**src/hdl/pmu_cfg_pkg.sv**
```systemverilog
// --------------------------------------------------
// configuration constants of the performance monitor
// counter slot 15 is reserved and never increments
// --------------------------------------------------
package pmu_cfg_pkg;

    // core and counter geometry
    localparam int unsigned NR_COMMIT_PORTS = 2;
    localparam int unsigned CNT_W           = 64;
    localparam int unsigned NR_COUNTERS     = 16;
    localparam int unsigned IDX_W           = $clog2(NR_COUNTERS);
    localparam int unsigned ADDR_W          = 5;
    // per-event increment reaches NR_COMMIT_PORTS
    localparam int unsigned INC_W           = 2;

    // counter slot map
    localparam int unsigned ICACHE_MISS   = 0;
    localparam int unsigned DCACHE_MISS   = 1;
    localparam int unsigned ITLB_MISS     = 2;
    localparam int unsigned DTLB_MISS     = 3;
    localparam int unsigned LOAD          = 4;
    localparam int unsigned STORE         = 5;
    localparam int unsigned BRANCH_JUMP   = 6;
    localparam int unsigned CALL          = 7;
    localparam int unsigned RET           = 8;
    localparam int unsigned EXCEPTION     = 9;
    localparam int unsigned EXCEPTION_RET = 10;
    localparam int unsigned MIS_PREDICT   = 11;
    localparam int unsigned SB_FULL       = 12;
    localparam int unsigned IF_EMPTY      = 13;
    localparam int unsigned SAMPLE_DROP   = 14;

    // sampling
    localparam int unsigned PERIOD_ADDR    = 16;
    localparam int unsigned PERIOD_W       = 16;
    localparam int unsigned SAMPLE_CREDITS = 4;
    localparam int unsigned CREDIT_W       = $clog2(SAMPLE_CREDITS + 1);

endpackage

```
**src/hdl/pmu_types_pkg.sv**
```systemverilog
// --------------------------------------------------
// data types shared by RTL and testbench
// fu_t LOAD/STORE share names with counter slots
// so refer to them by scope when both are imported
// --------------------------------------------------
package pmu_types_pkg;

    // functional unit of a committed instruction
    typedef enum logic [2:0] {
        NONE,
        ALU,
        LOAD,
        STORE,
        CTRL_FLOW
    } fu_t;

    // only the ops the classifier cares about
    typedef enum logic [1:0] {
        ADD,
        JALR,
        OTHER
    } op_t;

    // reduced commit entry, 10 bits
    typedef struct packed {
        fu_t        fu;
        op_t        op;
        logic [4:0] rd;
    } commit_instr_t;

    // single-cycle raw event pulses
    typedef struct packed {
        logic icache_miss;
        logic dcache_miss;
        logic itlb_miss;
        logic dtlb_miss;
        logic exception_valid;
        logic eret;
        logic branch_valid;
        logic branch_mispredict;
        logic sb_full;
        logic if_empty;
    } ext_events_t;

    // one increment per counter slot
    typedef logic [pmu_cfg_pkg::NR_COUNTERS-1:0][pmu_cfg_pkg::INC_W-1:0] event_inc_t;

    // one sample on the trace stream
    typedef struct packed {
        logic [pmu_cfg_pkg::IDX_W-1:0] idx;
        logic [pmu_cfg_pkg::CNT_W-1:0] value;
    } sample_t;

endpackage

```
**src/hdl/pmu_sample_fsm.sv**
```systemverilog
// --------------------------------------------------
// sampling pass over all counters on each tick
// one sample per cycle while credits remain
// a tick during a pass is dropped and reported
// --------------------------------------------------
module pmu_sample_fsm (
    input  logic                                clk_i,
    input  logic                                rst_ni,
    input  logic                                tick_i,
    // counter read port
    output logic [pmu_cfg_pkg::IDX_W-1:0]       rd_idx_o,
    input  logic [pmu_cfg_pkg::CNT_W-1:0]       rd_value_i,
    // trace sink
    input  logic                                credit_return_i,
    output logic                                sample_valid_o,
    output pmu_types_pkg::sample_t              sample_o,
    // to decode
    output logic                                drop_o
);
    import pmu_cfg_pkg::*;

    typedef enum logic {
        IDLE,
        SEND
    } state_e;

    state_e              state_d, state_q;
    logic [IDX_W-1:0]    idx_d, idx_q;
    logic [CREDIT_W-1:0] credits_d, credits_q;
    logic                last_idx;

    assign last_idx = idx_q == IDX_W'(NR_COUNTERS - 1);

    // --------------------------------------------------
    // outputs
    // --------------------------------------------------
    assign sample_valid_o = (state_q == SEND) && (credits_q != '0);
    assign rd_idx_o       = idx_q;
    assign sample_o.idx   = idx_q;
    assign sample_o.value = rd_value_i;
    // tick while busy
    assign drop_o         = tick_i && (state_q == SEND);

    // --------------------------------------------------
    // pass control
    // --------------------------------------------------
    always_comb begin
        state_d = state_q;
        idx_d   = idx_q;
        case (state_q)
            IDLE: begin
                if (tick_i) begin
                    state_d = SEND;
                    idx_d   = '0;
                end
            end
            SEND: begin
                // advance only on an accepted sample
                if (sample_valid_o) begin
                    idx_d = idx_q + 1'b1;
                    if (last_idx)
                        state_d = IDLE;
                end
            end
            default: state_d = IDLE;
        endcase
    end

    // spend on valid, refill on return
    always_comb begin
        credits_d = credits_q;
        if (sample_valid_o && !credit_return_i)
            credits_d = credits_q - 1'b1;
        else if (!sample_valid_o && credit_return_i)
            credits_d = credits_q + 1'b1;
    end

    always_ff @(posedge clk_i or negedge rst_ni) begin
        if (!rst_ni) begin
            state_q   <= IDLE;
            idx_q     <= '0;
            credits_q <= CREDIT_W'(SAMPLE_CREDITS);
        end else begin
            state_q   <= state_d;
            idx_q     <= idx_d;
            credits_q <= credits_d;
        end
    end

    // sink returns no more than it was sent
    a_credit_max : assert property (
        @(posedge clk_i) disable iff (!rst_ni)
        credits_q <= CREDIT_W'(SAMPLE_CREDITS)
    );

endmodule

```
**config.mk**
```make
export PLATFORM = sky130hd
export DESIGN_NAME = pmu_sample_fsm
export DESIGN_NICKNAME = d
export VERILOG_FILES = /design/src/hdl/pmu_cfg_pkg.sv /design/src/hdl/pmu_types_pkg.sv /design/src/hdl/pmu_sample_fsm.sv
export SDC_FILE = /design/constraint.sdc
export NUM_CORES = 1
export LEC_CHECK = 0
export BUFFER_PORTS_ARGS = -buffer_cell sky130_fd_sc_hd__clkbuf_2
export CAP_MARGIN = 20
export CORE_MARGIN = 2
export CORE_UTILIZATION = 30
export DETAILED_ROUTE_END_ITERATION = 10
export PLACE_DENSITY_LB_ADDON = 0.15
export SETUP_SLACK_MARGIN = 0.2
export SLEW_MARGIN = 40
export SYNTH_ARGS = -nofsm -noshare
export SYNTH_HDL_FRONTEND = slang
export SYNTH_SLANG_ARGS = --single-unit
```
**constraint.sdc**
```tcl
create_clock -name clk_i -period 2.5 [get_ports clk_i]
set_input_delay 0.125 -clock clk_i [delete_from_list [all_inputs] [get_ports clk_i]]
set_output_delay 0.125 -clock clk_i [all_outputs]
set_load 0.1 [all_outputs]
```
==> metrics <==
status=completed; clock root buffer=clkbuf_4; max-slew violation count=0; final core utilization=0.2037; area of placed instances=580.6 sq um; Max Root-Sink Buffers=2; post-route cell area=616.8 sq um; R2R depth=8; First DRT Iteration DRCs=2; Simple-Gate Fraction of Synth Area=0.07733; GR Overflow Total=0; relative slew slack=0.6370; DRT Pass-1 Iters=3; Synth Register Bits=8; Power Density=2308 nW/um^2; Final Skew=5.284 ps; HPWL after DPL=997.9 microns; vias per cell=4.225; Rows=20; mux share of post-synthesis cell area=0.02228; Max Cap Viol=0; Worst Setup End Kind=register; IO Port Bufs=13; required time worst endpoint=2680 ps; yosys warns=0; vias in the first global route=454; GRT Resource Usage Total=0.07872; Distinct cells, synth=23; Final Cycle Share=0.7277; layout cell share with drive strength beyond 1=0.3621; wire per inst=12.56 microns; main combinational cell family by area after synthesis=buffers and inverters; hold path depth=3; Final setup viols=0; Cells after Synth=109; Die Width=60.41 microns; CTS tree=done; largest net degree at the start of global routing=11; Worst Path Max Fanout=5; Mapped Area=954.7 sq um; clk slew on worst S/H paths=60 ps; io pins=142; peak supply drop=0.0006354 V; Reg area=201.4 sq um; syn_nets=180; # fillers=346; worst-margin pin slew=546.9 ps; post-synthesis xor/xnor area fraction=0.04587; vias post-DR=431; post-place setup slack=667.2 ps; area of the multi-input gates=244.0 sq um; fmax=549.7 MHz; final wirelength=1281 microns; Main synth FF type=dfrtp_1; Post-synth ARST share=1.000; Min Clock Period, post-route=1819 ps; Data arrival, critical path=2000 ps; worst hold path class=input port to register; total clock sinks=8; ANT nets after route=0; first-pass GRT wire length=2125 microns; Reg2Reg Capture Point=credits_q[2]; worst-skew pair later-pin latency=250 ps; crit start category=register; Die ar.=3649 sq um; EDFF count, synth=0; setup ws final=680.8 ps; # nets final=130; ANT cells=0; residual DRC count=0; chip height=60.41 microns; initial antenna violation count=0; setup_tns=0 ps; CTS Buf Count=3; Final Hold Fails=0; Post-Layout Cell Count=102; HP Start=tick_i; syn_area_per_cell=8.758 sq um; register area share after synthesis=0.2110; Worst Hold End=state_q; Leakage=0.2863 nW; post-synthesis compound-gate area fraction=0.04194; crit path kind=register to register; post-synthesis adder-cell area fraction=0.04718; RR Startpoint=credits_q[2]; htree depth=1; initial core utilization=0.3153; routability cong.=0.6361; Placed Cells=97; R2R setup slack=680 ps; RSZ-0062 raised after global routing=false; core area=3028 sq um; Syn-to-layout area delta=-35.39%
-- worst max path at each step --
stage,from,end,slack [ps]
finish,credits_q[2],credits_q[2],680
global route,credits_q[1],credits_q[1],550
CTS,credits_q[2],credits_q[2],660
detailed placement,credits_q[2],credits_q[2],670
global placement,credits_q[2],credits_q[2],700
floorplan,state_q,credits_q[2],240
-- kinds of logic (layout without fill, tap and decap cells) --
| family | count (synthesis) | count (layout) |
|---|---|---|
| buffers and inverters | 73 | 22 |
| xor gates and xnor gates | 5 | 5 |
| DFF | 8 | 8 |
| AOI/OAI and AO/OA | 5 | 5 |
| muxes | 2 | 2 |
| and+or+nand+nor | 13 | 13 |
| adders and majority gates | 3 | 3 |
-- timing repair --
item                                   in CTS  in global routing
resized for setup                           0                  0
endpoints found under the hold margin       8                  0
setup buffers                               0                  0
hold buffers                                1                  0
-- cell type report --
type                            count  share of cell area
Clock buffer                        4             0.04260
Tap cell                           44             0.08925
Sequential cell                     8              0.3266
Inverter                            4             0.02434
Timing Repair Buffer               14              0.1217
Multi-Input combinational cell     28              0.3955
-- power breakdown --
group          internal, W  total, W  switching (W)
registers         0.000207  0.000304      0.0000969
logic             0.000247   0.00101       0.000765
clock network    0.0000612  0.000107      0.0000460
total             0.000516   0.00142       0.000908
-- cell usage after synthesis, types with 2 or more instances --
cell type	number	area, sq um
inv_1	4	15.01
nand3_1	3	15.01
nor2_1	4	15.01
dfrtp_1	7	175.2
a22o_1	2	17.52
xnor2_1	3	26.28
xor2_1	2	17.52
ha_1	2	25.02
buf_4	68	510.5
-- sequential cells by signal (all words and copies together), names as in the netlist --
name,cells
state_q,1
credits_q,3
rd_idx_o,4
-- cells in the final DEF (no fill, tap or decap) --
cell type / instances
clkbuf_1: 1
nand2_1: 1
nor2b_4: 1
xnor2_1: 3
mux2_2: 1
xor2_1: 2
dfrtp_1: 7
or4b_1: 1
nor3_2: 1
dlygate4sd3_1: 1
ha_4: 1
nor3b_1: 1
nor2_1: 4
o211ai_1: 1
a22o_1: 2
clkbuf_4: 3
ha_1: 1
dfstp_2: 1
fa_1: 1
mux2i_1: 1
and2_1: 1
a21o_1: 1
nand3_1: 3
clkbuf_2: 13
o31ai_1: 1
inv_1: 4
-- critical path: stages (launching register included) --
cell and delay (ps):
dfstp_2 550, nor3_2 90, nor2b_4 150, ha_4 140
inv_1 40, fa_1 370, xor2_1 150, nor2_1 110
xor2_1 150
-- per-stage QoR --
step                power, W  hold WS, ps
global route        0.001528        185.4
CTS                 0.001447        185.1
finish              0.001424        188.7
detailed placement  0.001329       -4.784
floorplan           0.001699       -170.6
global placement    0.001332       -2.633
-- layer usage --
layer,global-route usage,vias up,routed length (microns)
met5,0,-,0
li1,-,176,-
met4,0.05590,0,65
met2,0.1056,37,580
met1,0.08062,202,448
met3,0.06610,16,186
No activity file was read; power rests on OpenSTA's default activity.
