[config.mk]
export PLATFORM = sky130hd
export DESIGN_NAME = pmu_sample_timer
export DESIGN_NICKNAME = d
export VERILOG_FILES = /design/src/hdl/pmu_cfg_pkg.sv /design/src/hdl/pmu_sample_timer.sv
export SDC_FILE = /design/constraint.sdc
export NUM_CORES = 1
export LEC_CHECK = 0
export BUFFER_PORTS_ARGS = -buffer_cell sky130_fd_sc_hd__buf_2
export CORE_ASPECT_RATIO = 2
export CORE_MARGIN = 8
export CORE_UTILIZATION = 57
export CTS_BUF_LIST = sky130_fd_sc_hd__clkbuf_8
export DETAILED_ROUTE_END_ITERATION = 8
export PLACE_DENSITY = 0.81
export SLEW_MARGIN = 20
export SYNTH_ARGS = -nofsm -noshare
export SYNTH_HDL_FRONTEND = slang
export SYNTH_SLANG_ARGS = --single-unit
[constraint.sdc]
create_clock -name clk_i -period 5.2 [get_ports clk_i]
set_input_delay 0.78 -clock clk_i [delete_from_list [all_inputs] [get_ports clk_i]]
set_output_delay 0.78 -clock clk_i [all_outputs]
set_load 0.01 [all_outputs]
[src/hdl/pmu_cfg_pkg.sv]
// --------------------------------------------------
// configuration constants of the performance monitor
// counter slot 15 is reserved and never increments
// --------------------------------------------------
package pmu_cfg_pkg;

    // core and counter geometry
    localparam int unsigned NR_COMMIT_PORTS = 2;
    localparam int unsigned CNT_W           = 64;
    localparam int unsigned NR_COUNTERS     = 16;
    localparam int unsigned IDX_W           = $clog2(NR_COUNTERS);
    localparam int unsigned ADDR_W          = 5;
    // per-event increment reaches NR_COMMIT_PORTS
    localparam int unsigned INC_W           = 2;

    // counter slot map
    localparam int unsigned ICACHE_MISS   = 0;
    localparam int unsigned DCACHE_MISS   = 1;
    localparam int unsigned ITLB_MISS     = 2;
    localparam int unsigned DTLB_MISS     = 3;
    localparam int unsigned LOAD          = 4;
    localparam int unsigned STORE         = 5;
    localparam int unsigned BRANCH_JUMP   = 6;
    localparam int unsigned CALL          = 7;
    localparam int unsigned RET           = 8;
    localparam int unsigned EXCEPTION     = 9;
    localparam int unsigned EXCEPTION_RET = 10;
    localparam int unsigned MIS_PREDICT   = 11;
    localparam int unsigned SB_FULL       = 12;
    localparam int unsigned IF_EMPTY      = 13;
    localparam int unsigned SAMPLE_DROP   = 14;

    // sampling
    localparam int unsigned PERIOD_ADDR    = 16;
    localparam int unsigned PERIOD_W       = 16;
    localparam int unsigned SAMPLE_CREDITS = 4;
    localparam int unsigned CREDIT_W       = $clog2(SAMPLE_CREDITS + 1);

endpackage

[src/hdl/pmu_sample_timer.sv]
// --------------------------------------------------
// interval timer, one tick every period cycles
// period 0 disables, any period change restarts
// --------------------------------------------------
module pmu_sample_timer (
    input  logic                             clk_i,
    input  logic                             rst_ni,
    input  logic [pmu_cfg_pkg::PERIOD_W-1:0] period_i,
    output logic                             tick_o
);
    import pmu_cfg_pkg::*;

    logic [PERIOD_W-1:0] cnt_q;
    // copy of the period, detects reprogramming
    logic [PERIOD_W-1:0] period_q;
    logic                changed;

    assign changed = period_i != period_q;

    // fire on zero, suppressed while a new period loads
    assign tick_o = !changed && (period_q != '0) && (cnt_q == '0);

    always_ff @(posedge clk_i or negedge rst_ni) begin
        if (!rst_ni) begin
            cnt_q    <= '0;
            period_q <= '0;
        end else if (changed) begin
            // restart from the new period
            period_q <= period_i;
            cnt_q    <= (period_i == '0) ? '0 : period_i - 1'b1;
        end else if (tick_o) begin
            cnt_q <= period_q - 1'b1;
        end else if (cnt_q != '0) begin
            cnt_q <= cnt_q - 1'b1;
        end
    end

endmodule

==> results of run 1 <==
==> final cells by class <==
cell class	instances	area (um^2)	area share, %
clock inverters	2	7.507	0.3151
well taps	51	63.81	2.679
clock buffers	6	82.58	3.466
inverters	5	18.77	0.7878
multi-input cells	198	1311	55.04
flip-flops and latches	32	800.8	33.61
repair buffers	19	97.59	4.097
==> cells in the final DEF (no fill, tap or decap), types with 13 or more instances in the layout <==
master / synthesis / final
nor2_1: 25 / 25
nor4_1: 14 / 14
xnor2_1: 15 / 15
buf_2: 0 / 18
dfrtp_1: 32 / 32
nand2_1: 15 / 15
xor2_1: 24 / 24
a21oi_1: 13 / 13
nor3_1: 16 / 16
==> worst paths after layout <==
path,from,end,slack [ns],cells past startpoint
hold reg to reg,cnt_q[14]$_DFFE_PN0P_,cnt_q[14]$_DFFE_PN0P_,0.66,2
setup reg to reg,period_q[3]$_DFFE_PN0N_,cnt_q[12]$_DFFE_PN0P_,0.71,14
setup / recovery,period_q[3]$_DFFE_PN0N_,cnt_q[12]$_DFFE_PN0P_,0.71,14
hold / removal,rst_ni,cnt_q[4]$_DFFE_PN0P_,0.54,1
max in group asynchronous,rst_ni,period_q[13]$_DFFE_PN0N_,4.20,1
min in group clk_i,period_i[15],period_q[15]$_DFFE_PN0N_,0.66,1
==> stage by stage <==
stage / instance area, um^2 / instances / power (mW) / setup slack (ns)
3_5_place_dp: 2292 / 305 / 0.3678 / 0.8134
2_1_floorplan: 2258 / 259 / 0.3349 / 1.046
6_report: 2382 / 313 / 0.5608 / 0.7065
5_1_grt: 2382 / 313 / 0.5827 / 0.3792
3_3_place_gp: 2292 / 305 / 0.3669 / 0.8882
4_1_cts: 2382 / 313 / 0.5607 / 0.7483
==> worst max-delay path, stage by stage (launching register included) <==
cell     delay [ns]
dfrtp_1        0.42
nor2_1         0.27
nand2_1        0.18
or4_1          0.69
nand3_2        0.24
inv_2          0.15
a21oi_1        0.18
ha_1           0.27
or3b_1         0.40
or3_4          0.35
or4_4          0.43
a31oi_1        0.17
o21ai_1        0.14
o21a_1         0.24
o32ai_1        0.26
==> power breakdown <==
part / total, mW / switching, mW / internal, mW
logic: 0.0828 / 0.0485 / 0.0343
clock network: 0.194 / 0.0906 / 0.104
registers: 0.284 / 0.0199 / 0.264
total: 0.561 / 0.159 / 0.402
==> sequential cells by signal, summed over array words and instances, names as in the netlist <==
register,count
cnt_q,16
period_q,16
==> layer usage <==
| metal | vias up | wire (um) | global-route usage (%) |
|---|---|---|---|
| met1 | 999 | 2214 | 24.17 |
| li1 | 941 | - | - |
| met3 | 24 | 413 | 3.931 |
| met4 | 0 | 350 | 14.62 |
| met2 | 122 | 3469 | 37.31 |
| met5 | - | 0 | 0 |
==> kinds of logic (layout without fill, tap and decap cells) <==
group | after synthesis | after routing | synth area share (%)
compound gates | 55 | 55 | 16.90
xor+xnor | 39 | 39 | 15.12
fa+ha+maj | 2 | 2 | 1.108
buf+inv | 29 | 32 | 6.481
flops | 32 | 32 | 35.46
mux | 3 | 3 | 1.385
simple gates | 99 | 99 | 23.55
==> results.json, run 1 <==
{
  "area_growth_pct": 5.485,
  "synth_common_cells": "dfrtp_1, nor2_1, xor2_1, clkbuf_1, nor3_1",
  "port-buffer-count": 18,
  "yosysTopAreaCell": "dfrtp_1",
  "grt-ovfl-total": 0,
  "synth_area_um2": 2258,
  "cp_max_fo": 13,
  "place_congestion": 1.048,
  "synth_top_flop_cell": "dfrtp_1",
  "die_area_um2": 6355,
  "die_w_um": 60.51,
  "drc": 0,
  "place_hpwl_um": 4887,
  "yosysWarnings": 0,
  "clk_latency_ns": 0.29,
  "synthCells": 259,
  "synth-edff-count": 0,
  "num_rows": 32,
  "end_kind": "flip-flop",
  "cts_buffers": 5,
  "holdWs_ns": 0.5388,
  "power.density_nw_per_um2": 235.4,
  "start_util_pct": 58.76,
  "viasPerCell": 6.665,
  "grt_first_pass_wirelength_um": 10720,
  "drv_cap": 0,
  "cts_root_buffer": "clkbuf_8",
  "layout.nets": 281,
  "grt_pass1_vias": 2096,
  "tightest_slew_ns": 0.8535,
  "slew_violations": 0,
  "drt-pass1-iter-count": 4,
  "cts_hold_buf": 0,
  "antenna_found_initial": 0,
  "leakage_nw": 0.9537,
  "skew_ns": 0.007474,
  "max_freq_mhz": 222.5,
  "dr_total_vias": 2086,
  "wl_per_cell_um": 20.60,
  "post_cts_buffers": 0,
  "finalCritPeriodShare_pct": 86.41,
  "netlist-cell-type-count": 52,
  "worst_ep_required_time_ns": 5.39,
  "core_region_area_um2": 3844,
  "ant_nets": 0,
  "ir_drop_v": 0.0002862,
  "synthDominantCellAreaShare_pct": 35.46,
  "period_needed_ns": 4.494,
  "grt_setup_unrepaired": "no",
  "ys_top_cells_by_area": "dfrtp_1, xor2_1, xnor2_1",
  "start_kind": "flip-flop",
  "slew-limit-headroom_pct": 42.72,
  "hold_path_class": "input pin to async pin",
  "grt_usage_pct": 22.31,
  "crit_arrival_ns": 4.69,
  "path_class": "flip-flop to flip-flop",
  "status": "finished clean",
  "clkTransAtPathRegs_ns": 0.07,
  "tns_ns": 0,
  "final_core_util_pct": 61.98,
  "pin_count": 19,
  "clockBufferDepth": 2,
  "cts_tree": "built",
  "grt_max_degree": 33,
  "ys_ff_latch": 32,
  "async_flop_share_pct": 100.0,
  "hold_viol": 0,
  "n_antenna_cell": 0,
  "initialDrtViolationCount": 150,
  "avgSynthCellArea_um2": 8.720,
  "setup_viol": 0,
  "fp.dieH_um": 105.0,
  "layout-drive-gt1-share_pct": 14.89,
  "cts.sinks": 32,
  "syn-num-nets": 279,
  "n_fill_cell": 356,
  "h-tree-depth": 2,
  "drt-total-wl_um": 6448,
  "post_cts_resized": 0,
  "synth.most_common_cell": "dfrtp_1",
  "yosysSeqAreaShare_pct": 35.46
}
No activity file was read; power rests on OpenSTA's default activity.
==> run 2, diff against run 1 <==
Settings changed: BUFFER_PORTS_ARGS -buffer_cell sky130_fd_sc_hd__buf_2 to default, DONT_BUFFER_PORTS from default to 1, GPL_TIMING_DRIVEN from default to 0, PLACE_DENSITY 0.81 to 0.76.
==> run 2 against run 1 <==
  * Critical path depth is 2 higher
  * Critical path type unchanged
  * Final cell count is 1.3% higher
  * Maximum frequency is 1.0% lower
  * Clock-buffer cell count is 1 higher
  * Non-clock buffer count is 5 higher
  * Flip-flop and latch count stayed put
  * Largest cell class unchanged
  * Utilization is 0.94 points higher
  * Final area is 1.5% higher
  * Clock skew is 0.0027 ns higher
  * Hold slack worse by 0.36 ns
  * Combinational power is 21% lower
  * Largest power group unchanged
  * Highest routed layer unchanged
  * Via count is 2.8% lower
==> results.json, run 2 (synthesis results as in run 1) <==
{
  "pin_count": 19,
  "post_cts_buffers": 0,
  "drc": 0,
  "grt_setup_unrepaired": "no",
  "ant_nets": 0,
  "fp.dieH_um": 105.0,
  "grt-ovfl-total": 0,
  "drv_cap": 0,
  "core_region_area_um2": 3844,
  "power.density_nw_per_um2": 229.9,
  "multiInputGateArea_um2": 1311,
  "slew-limit-headroom_pct": 50.51,
  "tightest_slew_ns": 0.7375,
  "n_fill_cell": 358,
  "port-buffer-count": 0,
  "place_congestion": 0.9707,
  "status": "finished clean",
  "skew_ns": 0.01021,
  "clockBufferDepth": 2,
  "grt_usage_pct": 20.19,
  "holdWs_ns": 0.1800,
  "final_cell_area_um2": 2419,
  "dp.cells": 310,
  "hold_viol": 0,
  "cts.sinks": 32,
  "start_kind": "flip-flop",
  "layout.nets": 286,
  "die_w_um": 60.51,
  "mostFrequentLayoutCell": "dfrtp_1",
  "post_cts_resized": 0,
  "tns_ns": 0,
  "grt_pass1_vias": 2056,
  "path_class": "flip-flop to flip-flop",
  "die_area_um2": 6355,
  "initialDrtViolationCount": 82,
  "setup_viol": 0,
  "worst_ep_required_time_ns": 5.39,
  "path_delay_family": "simple AND/OR/NAND/NOR gates",
  "final_cell_mix": "dfrtp_1, nor2_1, xor2_1",
  "drt-total-wl_um": 6066,
  "ir_drop_v": 0.0002207,
  "critPathSlowestCell": "or4_1",
  "finalCritPeriodShare_pct": 87.29,
  "clk_latency_ns": 0.29,
  "cts_hold_buf": 0,
  "cts_buffers": 5,
  "drt-pass1-iter-count": 5,
  "viasPerCell": 6.394,
  "slew_violations": 0,
  "clkTransAtPathRegs_ns": 0.07,
  "postPlaceCellArea_um2": 2322,
  "grt_first_pass_wirelength_um": 9632,
  "start_util_pct": 58.76,
  "leakage_nw": 0.9278,
  "antenna_found_initial": 0,
  "num_rows": 32,
  "period_needed_ns": 4.539,
  "n_antenna_cell": 0,
  "dr_total_vias": 2027,
  "area_growth_pct": 7.091,
  "seq_area_um2": 800.8,
  "max_freq_mhz": 220.3,
  "critical_path.cell_chain": "nor2_1, nand2_1, or4_1, buf_4, nand3_2, inv_2, buf_6, a21oi_1, ha_1, or3b_1, or3_4, or4_4, a31oi_1, o21ai_1, o21a_1, o32ai_1",
  "h-tree-depth": 2,
  "cts_tree": "built",
  "cpPeakStageDelay_ns": 0.49,
  "reg.largest.list": "cnt_q (16), period_q (16)",
  "grt_max_degree": 33,
  "hold_path_class": "input pin to async pin",
  "layout-drive-gt1-share_pct": 10.15,
  "wl_per_cell_um": 19.14,
  "crit_arrival_ns": 4.73,
  "place_hpwl_um": 4701,
  "end_kind": "flip-flop",
  "final_cells": 317,
  "critPathBufInv": 3,
  "cp_max_fo": 10,
  "cts_root_buffer": "clkbuf_8"
}
run 2: cell types whose count changed in the layout (fill, tap and decap cells not counted):
| cell | before | now |
|---|---|---|
| buf_6 | 0 | 4 |
| buf_4 | 1 | 2 |
| buf_2 | 18 | 0 |
| clkbuf_8 | 6 | 7 |
| clkbuf_1 | 0 | 18 |
| inv_1 | 6 | 4 |
run 2: final timing paths:
check                                        startpoint                        to  slack (ns)  cells past startpoint
worst min-delay path                             rst_ni     cnt_q[10]$_DFFE_PN0P_        0.18                      0
worst max-delay path            period_q[3]$_DFFE_PN0N_     cnt_q[12]$_DFFE_PN0P_        0.66                     16
min in group clk_i                         period_i[14]  period_q[14]$_DFFE_PN0N_        0.59                      1
max in group asynchronous                        rst_ni  period_q[12]$_DFFE_PN0N_        4.93                      0
worst min register to register    cnt_q[14]$_DFFE_PN0P_     cnt_q[14]$_DFFE_PN0P_        0.65                      2
worst max register to register  period_q[3]$_DFFE_PN0N_     cnt_q[12]$_DFFE_PN0P_        0.66                     16
run 2: where the power goes:
group          internal, mW  switching (mW)  total (mW)
Combinational        0.0329          0.0329      0.0658
Sequential            0.264          0.0191       0.283
Clock                 0.118          0.0897       0.207
run 2: layout make-up:
cell class | count | area share [%]
Sequential cell | 32 | 33.11
Multi-Input combinational cell | 198 | 54.22
Buffer | 24 | 5.277
Inverter | 5 | 0.7760
Clock buffer | 7 | 3.983
Tap cell | 51 | 2.638
run 2: per-layer routing:
layer	GRT usage [%]	part of all wire [%]	vias up
met5	0	0	-
met3	4.054	5.8	23
met4	14.29	4.9	0
li1	-	-	952
met2	34.31	53	80
met1	20.59	36	972
run 2: stage by stage:
step	power [mW]	util [%]	setup slack [ns]
2_1_floorplan	0.3349	-	1.046
3_3_place_gp	0.3498	60.42	0.6016
3_5_place_dp	0.3512	60.42	0.5494
4_1_cts	0.5584	62.92	0.6996
6_report	0.5561	62.92	0.6610
5_1_grt	0.5752	62.92	0.4818
