## src/hdl/pmu_cfg_pkg.sv

```systemverilog
// --------------------------------------------------
// configuration constants of the performance monitor
// counter slot 15 is reserved and never increments
// --------------------------------------------------
package pmu_cfg_pkg;

    // core and counter geometry
    localparam int unsigned NR_COMMIT_PORTS = 2;
    localparam int unsigned CNT_W           = 64;
    localparam int unsigned NR_COUNTERS     = 16;
    localparam int unsigned IDX_W           = $clog2(NR_COUNTERS);
    localparam int unsigned ADDR_W          = 5;
    // per-event increment reaches NR_COMMIT_PORTS
    localparam int unsigned INC_W           = 2;

    // counter slot map
    localparam int unsigned ICACHE_MISS   = 0;
    localparam int unsigned DCACHE_MISS   = 1;
    localparam int unsigned ITLB_MISS     = 2;
    localparam int unsigned DTLB_MISS     = 3;
    localparam int unsigned LOAD          = 4;
    localparam int unsigned STORE         = 5;
    localparam int unsigned BRANCH_JUMP   = 6;
    localparam int unsigned CALL          = 7;
    localparam int unsigned RET           = 8;
    localparam int unsigned EXCEPTION     = 9;
    localparam int unsigned EXCEPTION_RET = 10;
    localparam int unsigned MIS_PREDICT   = 11;
    localparam int unsigned SB_FULL       = 12;
    localparam int unsigned IF_EMPTY      = 13;
    localparam int unsigned SAMPLE_DROP   = 14;

    // sampling
    localparam int unsigned PERIOD_ADDR    = 16;
    localparam int unsigned PERIOD_W       = 16;
    localparam int unsigned SAMPLE_CREDITS = 4;
    localparam int unsigned CREDIT_W       = $clog2(SAMPLE_CREDITS + 1);

endpackage

```

## src/hdl/pmu_types_pkg.sv

```systemverilog
// --------------------------------------------------
// data types shared by RTL and testbench
// fu_t LOAD/STORE share names with counter slots
// so refer to them by scope when both are imported
// --------------------------------------------------
package pmu_types_pkg;

    // functional unit of a committed instruction
    typedef enum logic [2:0] {
        NONE,
        ALU,
        LOAD,
        STORE,
        CTRL_FLOW
    } fu_t;

    // only the ops the classifier cares about
    typedef enum logic [1:0] {
        ADD,
        JALR,
        OTHER
    } op_t;

    // reduced commit entry, 10 bits
    typedef struct packed {
        fu_t        fu;
        op_t        op;
        logic [4:0] rd;
    } commit_instr_t;

    // single-cycle raw event pulses
    typedef struct packed {
        logic icache_miss;
        logic dcache_miss;
        logic itlb_miss;
        logic dtlb_miss;
        logic exception_valid;
        logic eret;
        logic branch_valid;
        logic branch_mispredict;
        logic sb_full;
        logic if_empty;
    } ext_events_t;

    // one increment per counter slot
    typedef logic [pmu_cfg_pkg::NR_COUNTERS-1:0][pmu_cfg_pkg::INC_W-1:0] event_inc_t;

    // one sample on the trace stream
    typedef struct packed {
        logic [pmu_cfg_pkg::IDX_W-1:0] idx;
        logic [pmu_cfg_pkg::CNT_W-1:0] value;
    } sample_t;

endpackage

```

## src/hdl/pmu_event_decode.sv

```systemverilog
// --------------------------------------------------
// event classification, one register stage
// debug mode masks all events except sample drops
// --------------------------------------------------
module pmu_event_decode (
    input  logic                                                  clk_i,
    input  logic                                                  rst_ni,
    input  logic                                                  debug_mode_i,
    input  pmu_types_pkg::commit_instr_t [pmu_cfg_pkg::NR_COMMIT_PORTS-1:0] commit_instr_i,
    input  logic [pmu_cfg_pkg::NR_COMMIT_PORTS-1:0]               commit_ack_i,
    input  pmu_types_pkg::ext_events_t                            ext_events_i,
    input  logic                                                  drop_i,
    output pmu_types_pkg::event_inc_t                             inc_o
);
    import pmu_cfg_pkg::*;
    import pmu_types_pkg::*;

    event_inc_t inc_d;

    always_comb begin
        inc_d = '0;
        if (!debug_mode_i) begin
            // commit side, summed over ports
            for (int unsigned p = 0; p < NR_COMMIT_PORTS; p++) begin
                if (commit_ack_i[p]) begin
                    if (commit_instr_i[p].fu == pmu_types_pkg::LOAD)
                        inc_d[pmu_cfg_pkg::LOAD] = inc_d[pmu_cfg_pkg::LOAD] + 1'b1;
                    if (commit_instr_i[p].fu == pmu_types_pkg::STORE)
                        inc_d[pmu_cfg_pkg::STORE] = inc_d[pmu_cfg_pkg::STORE] + 1'b1;
                    if (commit_instr_i[p].fu == CTRL_FLOW)
                        inc_d[BRANCH_JUMP] = inc_d[BRANCH_JUMP] + 1'b1;
                    // call links through x1, jal decodes as ADD
                    if (commit_instr_i[p].fu == CTRL_FLOW && commit_instr_i[p].op == ADD
                        && commit_instr_i[p].rd == 5'd1)
                        inc_d[CALL] = inc_d[CALL] + 1'b1;
                    // return discards the link
                    if (commit_instr_i[p].op == JALR && commit_instr_i[p].rd == 5'd0)
                        inc_d[RET] = inc_d[RET] + 1'b1;
                end
            end
            // raw pulses count one each
            inc_d[ICACHE_MISS]   = INC_W'(ext_events_i.icache_miss);
            inc_d[DCACHE_MISS]   = INC_W'(ext_events_i.dcache_miss);
            inc_d[ITLB_MISS]     = INC_W'(ext_events_i.itlb_miss);
            inc_d[DTLB_MISS]     = INC_W'(ext_events_i.dtlb_miss);
            inc_d[EXCEPTION]     = INC_W'(ext_events_i.exception_valid);
            inc_d[EXCEPTION_RET] = INC_W'(ext_events_i.eret);
            inc_d[MIS_PREDICT]   = INC_W'(ext_events_i.branch_valid
                                          & ext_events_i.branch_mispredict);
            inc_d[SB_FULL]       = INC_W'(ext_events_i.sb_full);
            inc_d[IF_EMPTY]      = INC_W'(ext_events_i.if_empty);
        end
        // drops are sampler bookkeeping, counted in debug too
        inc_d[SAMPLE_DROP] = INC_W'(drop_i);
    end

    always_ff @(posedge clk_i or negedge rst_ni) begin
        if (!rst_ni) begin
            inc_o <= '0;
        end else begin
            inc_o <= inc_d;
        end
    end

endmodule

```

## config.mk

```make
export PLATFORM = sky130hd
export DESIGN_NAME = pmu_event_decode
export DESIGN_NICKNAME = d
export VERILOG_FILES = /design/src/hdl/pmu_cfg_pkg.sv /design/src/hdl/pmu_types_pkg.sv /design/src/hdl/pmu_event_decode.sv
export SDC_FILE = /design/constraint.sdc
export NUM_CORES = 1
export LEC_CHECK = 0
export ABC_AREA = 1
export BUFFER_PORTS_ARGS = -buffer_cell sky130_fd_sc_hd__buf_2
export CAP_MARGIN = 20
export CORE_AREA = 4 4 53 65
export CTS_CLUSTER_SIZE = 24
export DETAILED_ROUTE_END_ITERATION = 12
export DIE_AREA = 0 0 57 69
export PLACE_DENSITY_LB_ADDON = 0.08
export SYNTH_ARGS = -nofsm -noshare
export SYNTH_HDL_FRONTEND = slang
export SYNTH_SLANG_ARGS = --single-unit
```

## constraint.sdc

```tcl
create_clock -name clk_i -period 0.8 [get_ports clk_i]
set_input_delay 0.16 -clock clk_i [delete_from_list [all_inputs] [get_ports clk_i]]
set_output_delay 0.16 -clock clk_i [all_outputs]
set_load 0.03 [all_outputs]
```

==> results.toml, run 1 <==
[outcome]
status = "complete, but fails checks"
violations = "setup timing"

[global_route]
grt_util_all_layers_pct = 12.2
antenna_found_initial = 0
grt_max_degree = 21
overflow = 0
grt_pass1_wl_um = 3840
grt_pass1_vias = 889

[yosys]
yosys.area.top_type_share_pct = 49.8
syn_area_um2 = 1010
synth_ff_type = "dfrtp_1"
synth-edff-count = 0
avgSynthCellArea_um2 = 8.38
synth_most_common_cell = "nand2_1"
synthCells = 120
yosysWarnings = 0
synth_cell_types = 17
netlist_top_cells_count = "nand2_1, nor2_1, dfrtp_1"
ys_seq_area_share_pct = 49.8
synth_seq_cells = 20
synthTopCellsByArea = "dfrtp_1, nand2_1, buf_4, nor2_1, ha_1"
synth_top_area_cell = "dfrtp_1"
ys_async_sr_fraction_pct = 100

[worst_hold_path]
whs_path_depth = 3
hp-start = "ext_events_i[4]"
holdPathEnd = "inc_o[20]"
hold_class = "in -> reg"

[die]
core-area_um2 = 2790
dieArea_um2 = 3930
start_util_pct = 36.1
io_pins = 68
die_w_um = 57
die_y_um = 69
row_count = 21

[timing]
setup_viol = 21
finalCritPeriodShare_pct = 124
post-route-min-period_ns = 0.988
clock.fmax_mhz = 1010
finalSetupTns_ns = -3.45
rsz0062_at_grt = "true"
hold_ws_ns = 0.0610
hold_viol_final = 0
final_max_slew_viol_count = 0
setup_ws_ns = -0.188

[worst_setup_path]
path_cells = "buf_6"
critPathSlowestCell = "dfrtp_1"
critPathArrivalTime_ns = 0.83
crit_family = "flip-flops"
cpPeakStageDelay_ns = 0.40
worstSetupEndpointType = "output pin"
path_buf_inv = 1
crit_fanout = 1
cp-start-kind = "flop"
crit_type = "reg -> out"
required_ns = 0.64
worstSetupPathDepth = 1

[cts]
cts_tree = "built"
ctsLongestPathBuffers = 2
cts_made_buffers = 3
cts_root_buf = "clkbuf_4"
clock_sinks = 20
clk_pin_slew_worst_paths_ns = 0.10
htreeDepth = 1

[final_layout]
regMostFlops = "inc_o"
num-fill-cells = 264
multi_input_area_um2 = 498
final_layout_size_suffix_gt1_share_pct = 48.9
reg_top3 = "inc_o (20)"
diodes = 0
seq_area_um2 = 500
area_growth_pct = 66.0
nets = 231
largest_reg_flops = 20

[detailed_routing]
routed_via_density = 4.09
route.detailed.drc = 0
ant_nets = 0
post_drt_wl_per_cell_um = 10.3
routed_wirelength_um = 2290
drt_pass1_iterations = 2
drtIter0Drc = 4
vias = 909

[pwr]
combPwrFrac_pct = 25.8
ir_drop_mv = 0.652
leakagePower_nw = 0.937
power.net_switching_uw = 597
p_per_area_nw_per_um2 = 1220
p_int_mw = 1.43
p_sw_share_pct = 29.4
pwr-share-clk_pct = 22.2
p_seq_share_pct = 51.9

[place]
dp_hpwl_um = 1890
place_congestion = 0.759
portBuffers = 55

[job]
drv_cap = 0
final cells by class:
type	count	area share, %
sequential	20	30.0
tap	34	2.55
multi-input combinational	81	29.8
timing repair buffer	68	32.6
clock buffer	3	1.35
inverter	16	3.75
power by group through the flow:
stage | Clock [mW] | Combinational (mW) | Sequential (mW)
after floorplan | 0 | 0.212 | 1.13
after global placement | 0 | 0.432 | 1.07
after detailed placement | 0 | 0.437 | 1.07
after CTS | 0.472 | 0.507 | 1.05
after global routing | 0.506 | 0.569 | 1.06
final | 0.451 | 0.524 | 1.05
cells by family after synthesis:
family	share of synthesized area, %
AND/OR/NAND/NOR	27.7
buffers and inverters	15.9
flip-flops	49.8
adder cells (fa/ha/maj)	6.22
other	0.373
routing by layer:
metal / GRT usage [%] / vias up / routed length, um
met5: 0 / - / 0
met3: 2.05 / 2 / 204
met1: 12.9 / 398 / 772
met2: 22.0 / 38 / 1280
li1: - / 471 / -
met4: 6.96 / 0 / 36
through the flow:
step	setup slack (ns)	total power, mW	utilization (%)	instances	area [um^2]
2_1_floorplan	-0.170	1.35	-	131	1090
3_3_place_gp	-0.371	1.50	49.5	215	1380
3_5_place_dp	-0.390	1.50	49.5	215	1380
4_1_cts	-0.202	2.03	57.6	222	1610
5_1_grt	-0.228	2.13	60.0	222	1670
6_report	-0.188	2.03	60.0	222	1670
worst max path at each step:
stage | startpoint | end
after floorplan | commit_instr_i[3] | inc_o[14]
after global routing | inc_o[24] | inc_o[24]
after CTS | inc_o[14] | inc_o[14]
final | inc_o[14] | inc_o[14]
after global placement | commit_instr_i[3] | inc_o[14]
after detailed placement | commit_instr_i[6] | inc_o[14]
placed cells by master (no fill, tap or decap):
master         instances
nor3_4                 4
nor2_1                17
nor3_2                 1
nand4_1                1
nor2_4                 1
dlygate4sd3_1          2
nor2_2                 6
nand2_1               24
nand2_8                1
inv_2                  2
inv_4                  1
inv_1                 13
and3_1                 1
nor3b_2                1
and2_4                 1
buf_6                 23
buf_4                 12
ha_1                   3
nand3_1                3
nand2_2                3
conb_1                12
dfrtp_1               20
ha_4                   2
buf_8                  2
clkbuf_4               3
buf_2                 29
repair_timing:
item                                   4_1_cts  5_1_grt
setup buffers                                2        0
setup endpoints to repair                   23       23
hold buffers                                 2        0
gates resized for setup                     52       13
endpoints found under the hold margin       21        0
pin swaps                                    7       12
Power figures use the tool's default switching activity.
==> inputs of run 2 (changes only) <==
--- a/config.mk
+++ b/config.mk
@@ -5,7 +5,6 @@
 export SDC_FILE = /design/constraint.sdc
 export NUM_CORES = 1
 export LEC_CHECK = 0
-export ABC_AREA = 1
 export BUFFER_PORTS_ARGS = -buffer_cell sky130_fd_sc_hd__buf_2
 export CAP_MARGIN = 20
 export CORE_AREA = 4 4 53 65
==> results.toml, run 2 <==
[pwr]
p_int_mw = 1.57
p_per_area_nw_per_um2 = 1280
p_sw_share_pct = 27.0
combPwrFrac_pct = 24.3
ir_drop_mv = 0.800
power.net_switching_uw = 580
p_seq_share_pct = 49.2
leakagePower_nw = 0.883
pwr-share-clk_pct = 26.5

[die]
start_util_pct = 35.2
io_pins = 68
row_count = 21
core-area_um2 = 2790
die_w_um = 57
die_y_um = 69
dieArea_um2 = 3930

[worst_setup_path]
critPathArrivalTime_ns = 1.42
cpPeakStageDelay_ns = 0.56
critPathSlowestCell = "or4_4"
worstSetupEndpointType = "flop"
path_buf_inv = 1
crit_family = "simple AND/OR/NAND/NOR gates"
crit_type = "in -> reg"
cp-start-kind = "input pin"
crit_fanout = 2
path_cells = "buf_6, or4_4, nor4b_4, ha_1, nand2_1, a21oi_2"
required_ns = 0.99

[final_layout]
nets = 199
final_cells = 191
post-route-util_pct = 60.4
regMostFlops = "inc_o"
reg_top3 = "inc_o (20)"
layout_common_cells = "buf_6, buf_2, dfrtp_1"
final_common_cell = "buf_6"
area_growth_pct = 71.8
largest_reg_flops = 20
final_layout_size_suffix_gt1_share_pct = 54.8
diodes = 0

[cts]
cts_tree = "built"
cts_root_buf = "clkbuf_4"
clock_sinks = 20
clk_pin_slew_worst_paths_ns = 0.11
ctsLongestPathBuffers = 2
cts_made_buffers = 3
post_cts_buffers = 0
htreeDepth = 1

[worst_hold_path]
hold_class = "in -> reg"

[detailed_routing]
route.detailed.drc = 0
vias = 850
routed_via_density = 4.45
post_drt_wl_per_cell_um = 12.3
ant_nets = 0
routed_wirelength_um = 2350
drt_pass1_iterations = 2
drtIter0Drc = 19

[outcome]
status = "complete, but fails checks"
violations = "setup timing"

[yosys]
yosysWarnings = 0
synth_most_common_cell = "dfrtp_1"
synthTopCellsByArea = "dfrtp_1, buf_4, ha_1, nor2b_1, and2_1"
ys_seq_area_share_pct = 51.1
ys_async_sr_fraction_pct = 100
synthCells = 83
synth_adder_area_share_pct = 6.39
synth_seq_cells = 20
synth_cell_types = 24
yosys.area.top_type_share_pct = 51.1
avgSynthCellArea_um2 = 11.8
synth_top_area_cell = "dfrtp_1"
synth-edff-count = 0
synth_compound_area_share_pct = 1.53
netlist_top_cells_count = "dfrtp_1, buf_4, nor2b_1"
yosys.area_share.simple_pct = 27.5
synth_xor_area_share_pct = 0
synth_ff_type = "dfrtp_1"
syn_area_um2 = 980
synth_top_family_by_area = "simple AND/OR/NAND/NOR gates"
synth.mux.area_fraction_pct = 3.07

[timing]
rsz0062_at_grt = "true"
post-route-min-period_ns = 1.23
hold_ws_ns = 0.0568
final_max_slew_viol_count = 0
finalCritPeriodShare_pct = 154
setup_ws_ns = -0.429
clock.fmax_mhz = 814
setup_viol = 27
hold_viol_final = 0

[global_route]
grt_pass1_vias = 898
grt_pass1_wl_um = 3900
grt_util_all_layers_pct = 12.4
overflow = 0
antenna_found_initial = 0
grt_max_degree = 21

[job]
drv_cap = 0

[place]
dp_cells = 185
place_congestion = 0.737
dp_hpwl_um = 1870
portBuffers = 55
==> run 2: cell families (layout without fill, tap and decap cells) <==
| logic type | Yosys count | in the layout |
|---|---|---|
| adders and majority gates | 5 | 5 |
| AOI/OAI and AO/OA | 2 | 2 |
| buffers and inverters | 14 | 77 |
| muxes | 3 | 3 |
| DFF | 20 | 20 |
| and+or+nand+nor | 38 | 38 |
| other | 1 | 12 |
==> run 2: worst min-delay path: stages <==
cell,delay [ns]
buf_2,0.09
nand2_1,0.04
nor2_1,0.03
==> run 2: power by group through the flow <==
stage,combinational (mW),clock (mW),sequential [mW]
6_report,0.522,0.569,1.06
5_1_grt,0.562,0.657,1.06
2_1_floorplan,0.193,0,1.13
4_1_cts,0.495,0.598,1.06
3_3_place_gp,0.419,0,1.07
3_5_place_dp,0.427,0,1.07
==> run 2: final cells by class <==
type	instances	area (um^2)
clock buffer	4	36.3
fill	256	1100
multi-input combinational	60	493
sequential	20	500
tap	34	42.5
timing repair buffer	73	611
==> run 2: per-layer routing <==
metal / wire [um] / share of wire [%] / vias to the layer above / track usage (%)
li1: - / - / 411 / -
met1: 814 / 35 / 394 / 12.6
met2: 1270 / 54 / 43 / 23.0
met3: 248 / 11 / 2 / 3.54
met4: 21 / 0.89 / 0 / 4.64
met5: 0 / 0 / - / 0
==> run 2: stage by stage <==
stage	worst slack [ns]	instance area, um^2	total power, mW	setup TNS (ns)
floorplan	-0.599	1030	1.33	-2.46
CTS	-0.463	1620	2.15	-5.48
global route	-0.442	1680	2.28	-6.19
global placement	-0.743	1370	1.49	-4.74
detailed placement	-0.797	1370	1.49	-4.81
finish	-0.429	1680	2.15	-5.09
==> run 2: repair_timing <==
| action | in CTS | in global routing |
|---|---|---|
| endpoints found under the setup margin | 27 | 27 |
| pin swaps | 7 | 11 |
| hold buffers | 2 | 0 |
| resized for setup | 51 | 12 |
| endpoints found under the hold margin | 21 | 0 |
==> run 2: worst paths after layout <==
path / start / end / slack [ns] / cells past startpoint
max: commit_instr_i[14] / inc_o[16] / -0.43 / 6
min: ext_events_i[2] / inc_o[22] / 0.06 / 3
max in group asynchronous: rst_ni / inc_o[13] / 0.16 / 2
min in group asynchronous: rst_ni / inc_o[6] / 0.33 / 2
